<file path="config.mk">
export PLATFORM = sky130hd
export DESIGN_NAME = fifo_demo_top
export DESIGN_NICKNAME = d
export VERILOG_FILES = /design/src/source/fifo_demo_pkg.sv /design/src/source/debounce_timer.sv /design/src/source/button_oneshot.sv /design/src/source/fifo_ctrl.sv /design/src/source/fifo_ram.sv /design/src/source/fifo_demo_top.sv
export VERILOG_INCLUDE_DIRS = /design/src /design/src/source
export SDC_FILE = /design/constraint.sdc
export NUM_CORES = 1
export LEC_CHECK = 0
export BUFFER_PORTS_ARGS = -buffer_cell sky130_fd_sc_hd__clkbuf_2
export CORE_MARGIN = 1
export CORE_UTILIZATION = 25
export CTS_BUF_LIST = sky130_fd_sc_hd__clkbuf_4
export DETAILED_ROUTE_END_ITERATION = 8
export PLACE_DENSITY = 0.37
export SLEW_MARGIN = 10
export SYNTH_ARGS = -nofsm -noshare
export SYNTH_HDL_FRONTEND = slang
export SYNTH_SLANG_ARGS = --single-unit
</file>
<file path="constraint.sdc">
create_clock -name clock -period 3.6 [get_ports clock]
set_input_delay 0.18 -clock clock [delete_from_list [all_inputs] [get_ports clock]]
set_output_delay 0.18 -clock clock [all_outputs]
set_load 0.05 [all_outputs]
</file>
<file path="src/source/fifo_demo_defs.svh">
`ifndef FIFO_DEMO_DEFS_SVH
`define FIFO_DEMO_DEFS_SVH

// fifo geometry, depth is 2**FIFO_ABITS words
`define FIFO_ABITS 4
`define FIFO_DBITS 8 // one switch per data bit

// stable sampled cycles before a new button level counts
// short value suits simulation, a board at 50 MHz wants a few hundred thousand
`define DEBOUNCE_CYCLES 8

// flops in front of the debounce fsm
`define SYNC_STAGES 2

`endif

</file>
<file path="src/source/fifo_demo_pkg.sv">
`default_nettype none

`include "fifo_demo_defs.svh"

package fifo_demo_pkg;

  // debounce fsm, accepted level is low in the first two and high in the last two
  typedef enum logic [1:0] {
    IDLE,         // released and stable
    PRESS_WAIT,   // level went high, waiting for it to settle
    HELD,         // pressed and stable
    RELEASE_WAIT  // level went low, waiting for it to settle
  } debounce_state_t;

  // operation actually carried out this cycle
  typedef enum logic [1:0] {
    OP_NONE,
    OP_PUSH,
    OP_POP,
    OP_PUSH_POP
  } fifo_op_t;

  // one-cycle pulses from the two button one-shots
  typedef struct packed {
    logic push;
    logic pop;
  } button_events_t;

  typedef struct packed {
    logic                 empty;
    logic                 full;
    logic [`FIFO_ABITS:0] count; // 0 up to depth inclusive
  } fifo_status_t;

endpackage

`default_nettype wire

</file>
<file path="src/source/debounce_timer.sv">
`timescale 1ns/10ps
`default_nettype none

`include "fifo_demo_defs.svh"

module debounce_timer (
  input  logic clock,
  input  logic reset,
  input  logic clear, // level agrees with the accepted one, or a change was just taken
  output logic done   // level has been different for DEBOUNCE_CYCLES samples
);

  localparam int cnt_bits = $clog2(`DEBOUNCE_CYCLES + 1);
  localparam logic [cnt_bits-1:0] cnt_max = cnt_bits'(`DEBOUNCE_CYCLES);

  logic [cnt_bits-1:0] count;

  // saturates at cnt_max so done stays up until the next clear
  always_ff @(posedge clock or posedge reset)
  begin
    if (reset)
    begin
      count <= '0;
    end
    else if (clear)
    begin
      count <= '0;
    end
    else if (!done)
    begin
      count <= count + 1'b1;
    end
  end

  assign done = (count == cnt_max);

endmodule

`default_nettype wire

</file>
<file path="src/source/button_oneshot.sv">
`timescale 1ns/10ps
`default_nettype none

`include "fifo_demo_defs.svh"

module button_oneshot (
  input  logic clock,
  input  logic reset,
  input  logic button, // raw, asynchronous, bouncy
  output logic pulse   // one clock wide per accepted press
);

  logic [`SYNC_STAGES-1:0]         sync_q;
  logic                            btn_sync;
  fifo_demo_pkg::debounce_state_t  state;
  fifo_demo_pkg::debounce_state_t  state_next;
  logic                            accepted;     // debounced level implied by the state
  logic                            level_differs;
  logic                            accept;       // a pending change settles this cycle
  logic                            timer_clear;
  logic                            timer_done;

  // shift register synchronizer, oldest sample at the top
  always_ff @(posedge clock or posedge reset)
  begin
    if (reset)
      sync_q <= '0;
    else
      sync_q <= {sync_q[`SYNC_STAGES-2:0], button};
  end

  assign btn_sync = sync_q[`SYNC_STAGES-1];

  assign accepted      = (state == fifo_demo_pkg::HELD) ||
                         (state == fifo_demo_pkg::RELEASE_WAIT);
  assign level_differs = (btn_sync != accepted);
  assign accept        = level_differs && timer_done &&
                         ((state == fifo_demo_pkg::PRESS_WAIT) ||
                          (state == fifo_demo_pkg::RELEASE_WAIT));
  // restart on agreement, and also right after a change is taken so the next one starts from 0
  assign timer_clear   = !level_differs || accept;

  debounce_timer debounce_timer_i (
    .clock (clock),
    .reset (reset),
    .clear (timer_clear),
    .done  (timer_done)
  );

  always_comb
  begin
    state_next = state;
    unique case (state)
      fifo_demo_pkg::IDLE:
        if (level_differs) state_next = fifo_demo_pkg::PRESS_WAIT;
      fifo_demo_pkg::PRESS_WAIT:
        if (!level_differs)
          state_next = fifo_demo_pkg::IDLE; // bounce, fall back
        else if (accept)
          state_next = fifo_demo_pkg::HELD;
      fifo_demo_pkg::HELD:
        if (level_differs) state_next = fifo_demo_pkg::RELEASE_WAIT;
      fifo_demo_pkg::RELEASE_WAIT:
        if (!level_differs)
          state_next = fifo_demo_pkg::HELD; // still held after all
        else if (accept)
          state_next = fifo_demo_pkg::IDLE; // release only rearms
    endcase
  end

  always_ff @(posedge clock or posedge reset)
  begin
    if (reset)
    begin
      state <= fifo_demo_pkg::IDLE;
      pulse <= 1'b0;
    end
    else
    begin
      state <= state_next;
      pulse <= accept && (state == fifo_demo_pkg::PRESS_WAIT); // entering HELD
    end
  end

endmodule

`default_nettype wire

</file>
<file path="src/source/fifo_ctrl.sv">
`timescale 1ns/10ps
`default_nettype none

`include "fifo_demo_defs.svh"

module fifo_ctrl (
  input  logic                          clock,
  input  logic                          reset,
  input  fifo_demo_pkg::button_events_t events,
  output logic                          wr_en,
  output logic                          rd_en,
  output logic [`FIFO_ABITS-1:0]        wr_addr,
  output logic [`FIFO_ABITS-1:0]        rd_addr,
  output fifo_demo_pkg::fifo_status_t   status
);

  // occupancy when every word is in use
  localparam logic [`FIFO_ABITS:0] depth = {1'b1, {`FIFO_ABITS{1'b0}}};

  logic [`FIFO_ABITS-1:0]  wr_ptr;   // next slot to write
  logic [`FIFO_ABITS-1:0]  rd_ptr;   // current head
  logic [`FIFO_ABITS:0]    count;    // words held, one bit wider than the pointers
  logic                    empty;
  logic                    full;
  logic                    push_ok;
  logic                    pop_ok;
  fifo_demo_pkg::fifo_op_t op;

  assign empty = (count == '0);
  assign full  = (count == depth);

  // a pop needs a stored word and a push on full needs a pop beside it
  assign pop_ok  = events.pop && !empty;
  assign push_ok = events.push && (!full || pop_ok);

  always_comb
  begin
    unique case ({pop_ok, push_ok})
      2'b01:   op = fifo_demo_pkg::OP_PUSH;
      2'b10:   op = fifo_demo_pkg::OP_POP;
      2'b11:   op = fifo_demo_pkg::OP_PUSH_POP;
      default: op = fifo_demo_pkg::OP_NONE;
    endcase
  end

  assign wr_en   = (op == fifo_demo_pkg::OP_PUSH) || (op == fifo_demo_pkg::OP_PUSH_POP);
  assign rd_en   = (op == fifo_demo_pkg::OP_POP)  || (op == fifo_demo_pkg::OP_PUSH_POP);
  assign wr_addr = wr_ptr;
  assign rd_addr = rd_ptr;

  // pointers wrap naturally at 2**FIFO_ABITS
  always_ff @(posedge clock or posedge reset)
  begin
    if (reset)
    begin
      wr_ptr <= '0;
      rd_ptr <= '0;
      count  <= '0;
    end
    else
    begin
      unique case (op)
        fifo_demo_pkg::OP_PUSH:
        begin
          wr_ptr <= wr_ptr + 1'b1;
          count  <= count + 1'b1;
        end
        fifo_demo_pkg::OP_POP:
        begin
          rd_ptr <= rd_ptr + 1'b1;
          count  <= count - 1'b1;
        end
        fifo_demo_pkg::OP_PUSH_POP:
        begin
          wr_ptr <= wr_ptr + 1'b1; // count stays put
          rd_ptr <= rd_ptr + 1'b1;
        end
        default:
        begin
          count <= count;
        end
      endcase
    end
  end

  always_comb
  begin
    status.empty = empty;
    status.full  = full;
    status.count = count;
  end

endmodule

`default_nettype wire

</file>
<file path="src/source/fifo_ram.sv">
`timescale 1ns/10ps
`default_nettype none

`include "fifo_demo_defs.svh"

module fifo_ram (
  input  logic                   clock,
  input  logic                   reset,
  input  logic                   wr_en,
  input  logic                   rd_en,
  input  logic [`FIFO_ABITS-1:0] wr_addr,
  input  logic [`FIFO_ABITS-1:0] rd_addr,
  input  logic [`FIFO_DBITS-1:0] wr_data,
  output logic [`FIFO_DBITS-1:0] rd_data // last word read, held between pops
);

  logic [`FIFO_DBITS-1:0] mem [2**`FIFO_ABITS]; // inferred as distributed or block ram

  always_ff @(posedge clock)
  begin
    if (wr_en)
      mem[wr_addr] <= wr_data;
  end

  // same address read and write gives the old word, which is the head on a full push-pop
  always_ff @(posedge clock or posedge reset)
  begin
    if (reset)
      rd_data <= '0;
    else if (rd_en)
      rd_data <= mem[rd_addr];
  end

endmodule

`default_nettype wire

</file>
<file path="src/source/fifo_demo_top.sv">
`timescale 1ns/10ps
`default_nettype none

`include "fifo_demo_defs.svh"

module fifo_demo_top (
  input  logic                   clock,
  input  logic                   reset,
  input  logic                   btn_write, // push button
  input  logic                   btn_read,  // pop button
  input  logic [`FIFO_DBITS-1:0] data_in,   // switches
  output logic [`FIFO_DBITS-1:0] data_out,  // leds
  output logic                   empty_led,
  output logic                   full_led,
  output logic                   ready_led  // lights once out of reset
);

  fifo_demo_pkg::button_events_t events;
  fifo_demo_pkg::fifo_status_t   status;
  logic                          wr_en;
  logic                          rd_en;
  logic [`FIFO_ABITS-1:0]        wr_addr;
  logic [`FIFO_ABITS-1:0]        rd_addr;

  button_oneshot write_oneshot_i (
    .clock  (clock),
    .reset  (reset),
    .button (btn_write),
    .pulse  (events.push)
  );

  button_oneshot read_oneshot_i (
    .clock  (clock),
    .reset  (reset),
    .button (btn_read),
    .pulse  (events.pop)
  );

  fifo_ctrl fifo_ctrl_i (
    .clock   (clock),
    .reset   (reset),
    .events  (events),
    .wr_en   (wr_en),
    .rd_en   (rd_en),
    .wr_addr (wr_addr),
    .rd_addr (rd_addr),
    .status  (status)
  );

  fifo_ram fifo_ram_i (
    .clock   (clock),
    .reset   (reset),
    .wr_en   (wr_en),
    .rd_en   (rd_en),
    .wr_addr (wr_addr),
    .rd_addr (rd_addr),
    .wr_data (data_in), // switches go straight to the write port
    .rd_data (data_out)
  );

  assign empty_led = status.empty;
  assign full_led  = status.full;

  // set on the first edge after reset lets go
  always_ff @(posedge clock or posedge reset)
  begin
    if (reset)
      ready_led <= 1'b0;
    else
      ready_led <= 1'b1;
  end

endmodule

`default_nettype wire

</file>
==> results of run 1 <==
[layer usage]
metal,vias to the layer above,share of wire (%),GRT usage [%]
met3,4,2.5,3.09
li1,1533,-,-
met5,-,0,0
met1,1789,51,16.4
met4,0,0.61,3.38
met2,38,46,17.3
[state kept, by name, summed over array words and instances (netlist names), named ones only]
name                                    cells
read_oneshot_i.state                        1
read_oneshot_i.pulse                        1
write_oneshot_i.sync_q                      2
fifo_ctrl_i.count                           5
fifo_ram_i.mem                            128
fifo_ctrl_i.rd_addr                         4
fifo_ram_i.rd_data                          8
write_oneshot_i.debounce_timer_i.count      4
ready_led                                   1
read_oneshot_i.sync_q                       2
fifo_ctrl_i.wr_addr                         4
write_oneshot_i.state                       1
read_oneshot_i.debounce_timer_i.count       4
write_oneshot_i.pulse                       1
[per-stage QoR]
step / utilization, % / setup slack, ns / total power, mW
floorplan: - / 0.861 / 2.23
global placement: 27.8 / 0.807 / 2.27
detailed placement: 27.8 / 0.732 / 2.28
CTS: 29.1 / 0.686 / 3.49
global route: 29.2 / 0.599 / 3.58
finish: 29.2 / 0.700 / 3.43
[cell families (layout without fill, tap and decap cells)]
family                     after synthesis  count (layout)
buffers and inverters                   33              87
muxes                                   47              47
DFF                                    168             168
xor gates and xnor gates                16              16
adders and majority gates               13              13
and+or+nand+nor                         59              59
AOI/OAI and AO/OA                       40              40
other                                    1               2
[cell type report]
type	instances	area share [%]
well taps	335	5.46
diodes	1	0.0326
repair buffers	41	3.62
multi-input cells	176	23.1
inverters	14	0.684
flip-flops and latches	168	63.1
clock inverters	15	2.38
clock buffers	17	1.66
[worst max-delay path by stage]
stage / startpoint / end / slack [ns] / depth (start not counted)
floorplan: fifo_ctrl_i.count[3]$_DFFE_PP0P_ / fifo_ctrl_i.count[4]$_DFFE_PP0P_ / 0.86 / 9
global placement: fifo_ctrl_i.count[3]$_DFFE_PP0P_ / fifo_ctrl_i.count[4]$_DFFE_PP0P_ / 0.81 / 8
detailed placement: fifo_ctrl_i.count[3]$_DFFE_PP0P_ / fifo_ctrl_i.count[4]$_DFFE_PP0P_ / 0.73 / 8
CTS: fifo_ctrl_i.count[3]$_DFFE_PP0P_ / fifo_ctrl_i.count[4]$_DFFE_PP0P_ / 0.69 / 8
global route: fifo_ctrl_i.count[3]$_DFFE_PP0P_ / fifo_ctrl_i.count[4]$_DFFE_PP0P_ / 0.60 / 8
finish: fifo_ctrl_i.count[3]$_DFFE_PP0P_ / fifo_ctrl_i.count[4]$_DFFE_PP0P_ / 0.70 / 8
[cells in the mapped netlist, types with 2 or more instances]
cell type,instances
xor2_1,5
buf_6,3
o21ai_0,3
xnor2_1,11
nand3_1,2
a21oi_1,10
nor3b_1,2
edfxtp_1,128
mux2_2,11
mux4_2,32
dfrtp_1,40
o22ai_1,16
mux2_4,2
nor2_1,21
inv_1,14
ha_1,12
and3b_1,2
clkbuf_1,5
buf_4,2
nand2b_1,3
buf_1,5
nand2_1,17
nor3_1,5
nand4_1,2
mux2i_1,2
o21a_1,2
buf_2,3
[worst register-to-register path: stages, from the launching register on]
cell,delay [ns]
dfrtp_1,0.44
or4_4,0.62
o211ai_4,0.30
inv_1,0.14
ha_1,0.35
nor2b_1,0.15
o21a_1,0.21
o221a_2,0.26
a2111o_1,0.34
[repair_timing]
item | in CTS | in global routing
hold endpoints to repair | 47 | 4
buffers inserted | 0 | 0
setup endpoints to repair | 0 | 0
hold buffers | 4 | 1
[power by group]
part / total, mW / internal [mW] / switching [mW]
combinational: 0.111 / 0.0381 / 0.0727
clock: 1.19 / 0.444 / 0.748
sequential: 2.13 / 2.11 / 0.0187
total: 3.43 / 2.59 / 0.839
==> flow_metrics.env, run 1 <==
export IMPL_routedWlPerCell_um=19.6
export IMPL_hpwl_mm=9.33
export IMPL_vias_per_cell=4.39
export IMPL_cts_buffers=17
export IMPL_slew_violations=0
export IMPL_synth_warnings=0
export IMPL_synth_edf_count=128
export IMPL_grtUsageTotal_pct=11.6
export IMPL_clockRootBuffer="clkbuf_4"
export IMPL_drt_iter0_markers=262
export IMPL_cts_resized=0
export IMPL_synth_xor_area_share_pct=2.07
export IMPL_first_global_vias=3622
export IMPL_worstMarginPinSlew_ns=0.997
export IMPL_seqCellArea_sq_um=4850
export IMPL_final_common_cell="edfxtp_1"
export IMPL_routed_via_count=3364
export IMPL_clock_path_buffers=2
export IMPL_synth_cell_types=44
export IMPL_hold_path_end="fifo_ram_i.mem[1][6]$_DFFE_PP_"
export IMPL_worstPathRequired_ns=4.05
export IMPL_syn_area_per_cell_sq_um=18.0
export IMPL_grt_pass1_wl_mm=23.0
export IMPL_drcViolationCount=0
export IMPL_r2r_start="fifo_ctrl_i.count[3]$_DFFE_PP0P_"
export IMPL_synth_area_leader_cell="edfxtp_1"
export IMPL_final_cell_mix="edfxtp_1 (128), dfrtp_1 (38), mux4_2 (32), clkbuf_2 (22), nor2_1 (21)"
export IMPL_yosys_mux_area_fraction_pct=13.2
export IMPL_hold_viol=0
export IMPL_synth_top_family_by_area="multiplexers"
export IMPL_cp_slowest_cell="or4_4"
export IMPL_dieArea_sq_um=27800
export IMPL_status="complete, no violations"
export IMPL_fin_setup_tns_ns=0
export IMPL_crit_buf_inv=1
export IMPL_overflow=0
export IMPL_max_slew_margin_pct=33.5
export IMPL_worst_path_largest_cell_delay_ns=0.62
export IMPL_path_delay_family="compound AO/OA/AOI/OAI gates"
export IMPL_portBuffers=22
export IMPL_clk_pin_slew_ns=0.16
export IMPL_multi_input_area_sq_um=1770
export IMPL_dp_cells=729
export IMPL_nets=443
export IMPL_path_class="reg -> reg"
export IMPL_setup_viol=0
export IMPL_nFillCells=2604
export IMPL_power_density_nw_per_um2=447
export IMPL_worstHoldStart="data_in[6]"
export IMPL_ys_seq_elements=168
export IMPL_antenna_found_initial=1
export IMPL_synth_compound_area_share_pct=4.23
export IMPL_tritoncts="built"
export IMPL_synth_nets=402
export IMPL_arrival_ns=3.35
export IMPL_clock_latency_ns=0.56
export IMPL_ys_async_sr_fraction_pct=23.8
export IMPL_synthSimpleGateAreaFrac_pct=4.10
export IMPL_rrSetupSlack_ns=0.70
export IMPL_finalWirelength_mm=15.0
export IMPL_first_pass_iters=4
export IMPL_max_freq_mhz=345
export IMPL_rsz0062_at_grt="false"
export IMPL_max_cap_viol_count=0
export IMPL_synth_area_leaders="edfxtp_1 (57%), dfrtp_1 (15%), mux4_2 (11%)"
export IMPL_gp_congestion=0.710
export IMPL_cp_max_fo=8
export IMPL_peakVddDrop_v=0.000164
export IMPL_skew_ns=0.0258
export IMPL_fin_cells=767
export IMPL_cp_end_kind="flop"
export IMPL_grt_max_degree=41
export IMPL_finalCritPeriodShare_pct=80.5
export IMPL_netlist_area_sq_um=6780
export IMPL_crit_chain="or4_4, o211ai_4, inv_1, ha_1, nor2b_1, o21a_1, o221a_2, a2111o_1"
export IMPL_synth_top_area_share_pct=56.7
export IMPL_rr_worst_depth=8
export IMPL_worstReg2RegEnd="fifo_ctrl_i.count[4]$_DFFE_PP0P_"
export IMPL_antenna_left=0
export IMPL_min_path_cells=1
export IMPL_synth_yosys_seq_area_share_pct=71.5
export IMPL_final_area_sq_um=7680
export IMPL_hold_path_class="in -> reg"
export IMPL_areaGrowthSynthToFinish_pct=13.4
export IMPL_holdWs_ns=0.0701
export IMPL_synthAdderAreaFrac_pct=2.51
export IMPL_htreeDepth=4
export IMPL_p_leak_nw=2.65
export IMPL_placed_cell_area_sq_um=7320
export IMPL_synth_flop_cell="edfxtp_1"
export IMPL_die_w_um=167
export IMPL_coreArea_sq_um=26400
export IMPL_layout_min_cycle_time_ns=2.90
export IMPL_cts_sinks=168
export IMPL_synth_cells=377
export IMPL_start_kind="flop"
export IMPL_die_h_um=167
export IMPL_initial_core_util_pct=25.7
export IMPL_num_io_pins=23
export IMPL_drive_gt1_share_pct=28.8
export IMPL_placementRows=59
Power figures use the tool's default switching activity.
==> run 2, diff against run 1 <==
--- a/config.mk
+++ b/config.mk
@@ -11,7 +11,7 @@
 export CORE_UTILIZATION = 25
 export CTS_BUF_LIST = sky130_fd_sc_hd__clkbuf_4
 export DETAILED_ROUTE_END_ITERATION = 8
-export PLACE_DENSITY = 0.37
+export PLACE_DENSITY = 0.38
 export SLEW_MARGIN = 10
 export SYNTH_ARGS = -nofsm -noshare
 export SYNTH_HDL_FRONTEND = slang
==> constraint.sdc (replaced) <==
create_clock -name clock -period 2.6 [get_ports clock]
set_input_delay 0.13 -clock clock [delete_from_list [all_inputs] [get_ports clock]]
set_output_delay 0.13 -clock clock [all_outputs]
set_load 0.05 [all_outputs]
==> flow_metrics.env, run 2 (synthesis results as in run 1) <==
export IMPL_rr_worst_depth=8
export IMPL_drcViolationCount=0
export IMPL_layout_min_cycle_time_ns=2.50
export IMPL_pre_cts_ws_ns=0.101
export IMPL_dieArea_sq_um=27800
export IMPL_seqCellArea_sq_um=4850
export IMPL_p_leak_nw=2.73
export IMPL_initial_core_util_pct=25.7
export IMPL_coreArea_sq_um=26400
export IMPL_fin_cells=782
export IMPL_antenna_found_initial=1
export IMPL_arrival_ns=2.95
export IMPL_max_slew_margin_pct=38.5
export IMPL_multi_input_area_sq_um=1790
export IMPL_antenna_left=0
export IMPL_clock_latency_ns=0.57
export IMPL_status="complete, no violations"
export IMPL_hpwl_mm=9.41
export IMPL_max_freq_mhz=401
export IMPL_peakVddDrop_v=0.000283
export IMPL_placementRows=59
export IMPL_cts_buffers=17
export IMPL_drive_gt1_share_pct=29.8
export IMPL_portBuffers=22
export IMPL_final_cell_mix="edfxtp_1 (128), dfrtp_1 (39), mux4_2 (32), clkbuf_2 (22), nor2_1 (21)"
export IMPL_areaGrowthSynthToFinish_pct=15.6
export IMPL_start_kind="flop"
export IMPL_die_h_um=167
export IMPL_max_cap_viol_count=0
export IMPL_nets=458
export IMPL_drt_iter0_markers=200
export IMPL_overflow=0
export IMPL_final_area_sq_um=7840
export IMPL_setup_viol=0
export IMPL_num_io_pins=23
export IMPL_largest_register_ffs=128
export IMPL_cp_max_fo=4
export IMPL_regMostFlops="fifo_ram_i.mem"
export IMPL_hold_viol=0
export IMPL_htreeDepth=4
export IMPL_first_global_vias=3738
export IMPL_slew_violations=0
export IMPL_clk_pin_slew_ns=0.16
export IMPL_grt_pass1_wl_mm=23.0
export IMPL_finalWirelength_mm=14.8
export IMPL_routedWlPerCell_um=19.0
export IMPL_worstPathRequired_ns=3.06
export IMPL_gp_congestion=0.743
export IMPL_post_route_worst_setup_slack_ns=0.104
export IMPL_hold_path_class="in -> async"
export IMPL_largestRegisters="fifo_ram_i.mem x128, fifo_ram_i.rd_data x8, fifo_ctrl_i.count x5"
export IMPL_skew_ns=0.0311
export IMPL_vias_per_cell=4.39
export IMPL_holdWs_ns=0.161
export IMPL_grt_max_degree=36
export IMPL_tritoncts="built"
export IMPL_power_density_nw_per_um2=599
export IMPL_first_pass_iters=4
export IMPL_dp_cells=738
export IMPL_grtUsageTotal_pct=11.5
export IMPL_finalCritPeriodShare_pct=96.0
export IMPL_clockRootBuffer="clkbuf_4"
export IMPL_total_power_mw=4.69
export IMPL_placed_cell_area_sq_um=7410
export IMPL_cp_end_kind="flop"
export IMPL_routed_via_count=3431
export IMPL_die_w_um=167
export IMPL_cts_sinks=168
export IMPL_clock_path_buffers=2
export IMPL_worstMarginPinSlew_ns=0.919
export IMPL_path_class="reg -> reg"
export IMPL_final_common_cell="edfxtp_1"
export IMPL_nFillCells=2583
==> run 2: cell count changes in the layout (fill, tap and decap cells not counted), moves of 2 or more <==
cell / previous run / this run
buf_4: 13 / 20
clkinv_4: 0 / 3
clkinv_8: 1 / 3
clkinvlp_4: 2 / 0
dlygate4sd3_1: 5 / 11
inv_6: 6 / 3
==> run 2: worst paths after layout <==
| check | startpoint | endpoint | slack (ns) |
|---|---|---|---|
| max in group asynchronous | reset | fifo_ctrl_i.rd_addr[3]$_DFFE_PP0P_ | 1.73 |
| max | fifo_ctrl_i.count[0]$_DFFE_PP0P_ | fifo_ctrl_i.count[4]$_DFFE_PP0P_ | 0.10 |
| min reg2reg | read_oneshot_i.sync_q[0]$_DFF_PP0_ | read_oneshot_i.sync_q[1]$_DFF_PP0_ | 0.39 |
| max reg2reg | fifo_ctrl_i.count[0]$_DFFE_PP0P_ | fifo_ctrl_i.count[4]$_DFFE_PP0P_ | 0.10 |
| min in group clock | btn_read | read_oneshot_i.sync_q[0]$_DFF_PP0_ | 0.21 |
| min | reset | write_oneshot_i.debounce_timer_i.count[0]$_DFFE_PP0P_ | 0.16 |
==> run 2: area by class of cell <==
| class | count | share of cell area (%) |
|---|---|---|
| inverter | 14 | 0.671 |
| clock inverter | 15 | 2.30 |
| tap | 335 | 5.35 |
| sequential | 168 | 61.8 |
| clock buffer | 17 | 1.63 |
| antenna | 1 | 0.0319 |
| multi-input combinational | 176 | 22.8 |
| timing repair buffer | 56 | 5.38 |
==> run 2: repair_timing <==
| item | in CTS | in global routing |
|---|---|---|
| setup buffers | 0 | 0 |
| endpoints found under the hold margin | 127 | 0 |
| hold buffers | 11 | 0 |
| gates resized for setup | 0 | 1 |
| setup endpoints to repair | 0 | 1 |
==> run 2: layer usage <==
| metal | track usage (%) | vias to the layer above | wire (um) |
|---|---|---|---|
| met5 | 0 | - | 0 |
| met4 | 3.62 | 0 | 187 |
| li1 | - | 1574 | - |
| met1 | 14.6 | 1798 | 6850 |
| met2 | 19.2 | 47 | 7400 |
| met3 | 2.64 | 12 | 390 |
==> run 2: metrics by stage <==
stage	util (%)	TNS (ns)
global route	29.7	-0.000381
detailed placement	28.1	0
global placement	28.1	0
CTS	29.7	0
finish	29.7	0
floorplan	-	-0.0237
==> run 2: worst max-delay path: stages, from the launching register on <==
cell and delay (ns):
dfrtp_1 0.43, or4_4 0.56, o211ai_4 0.19, inv_2 0.09
ha_4 0.23, nor2b_1 0.12, o21a_1 0.20, o221a_2 0.23
a2111o_1 0.33
==> run 2: where the power goes <==
part	leakage [nW]	switching [mW]	internal (mW)	total (mW)
clock	0.165	1.05	0.534	1.58
combinational	0.875	0.103	0.0603	0.164
sequential	1.69	0.0266	2.92	2.95
total	2.73	1.18	3.51	4.69
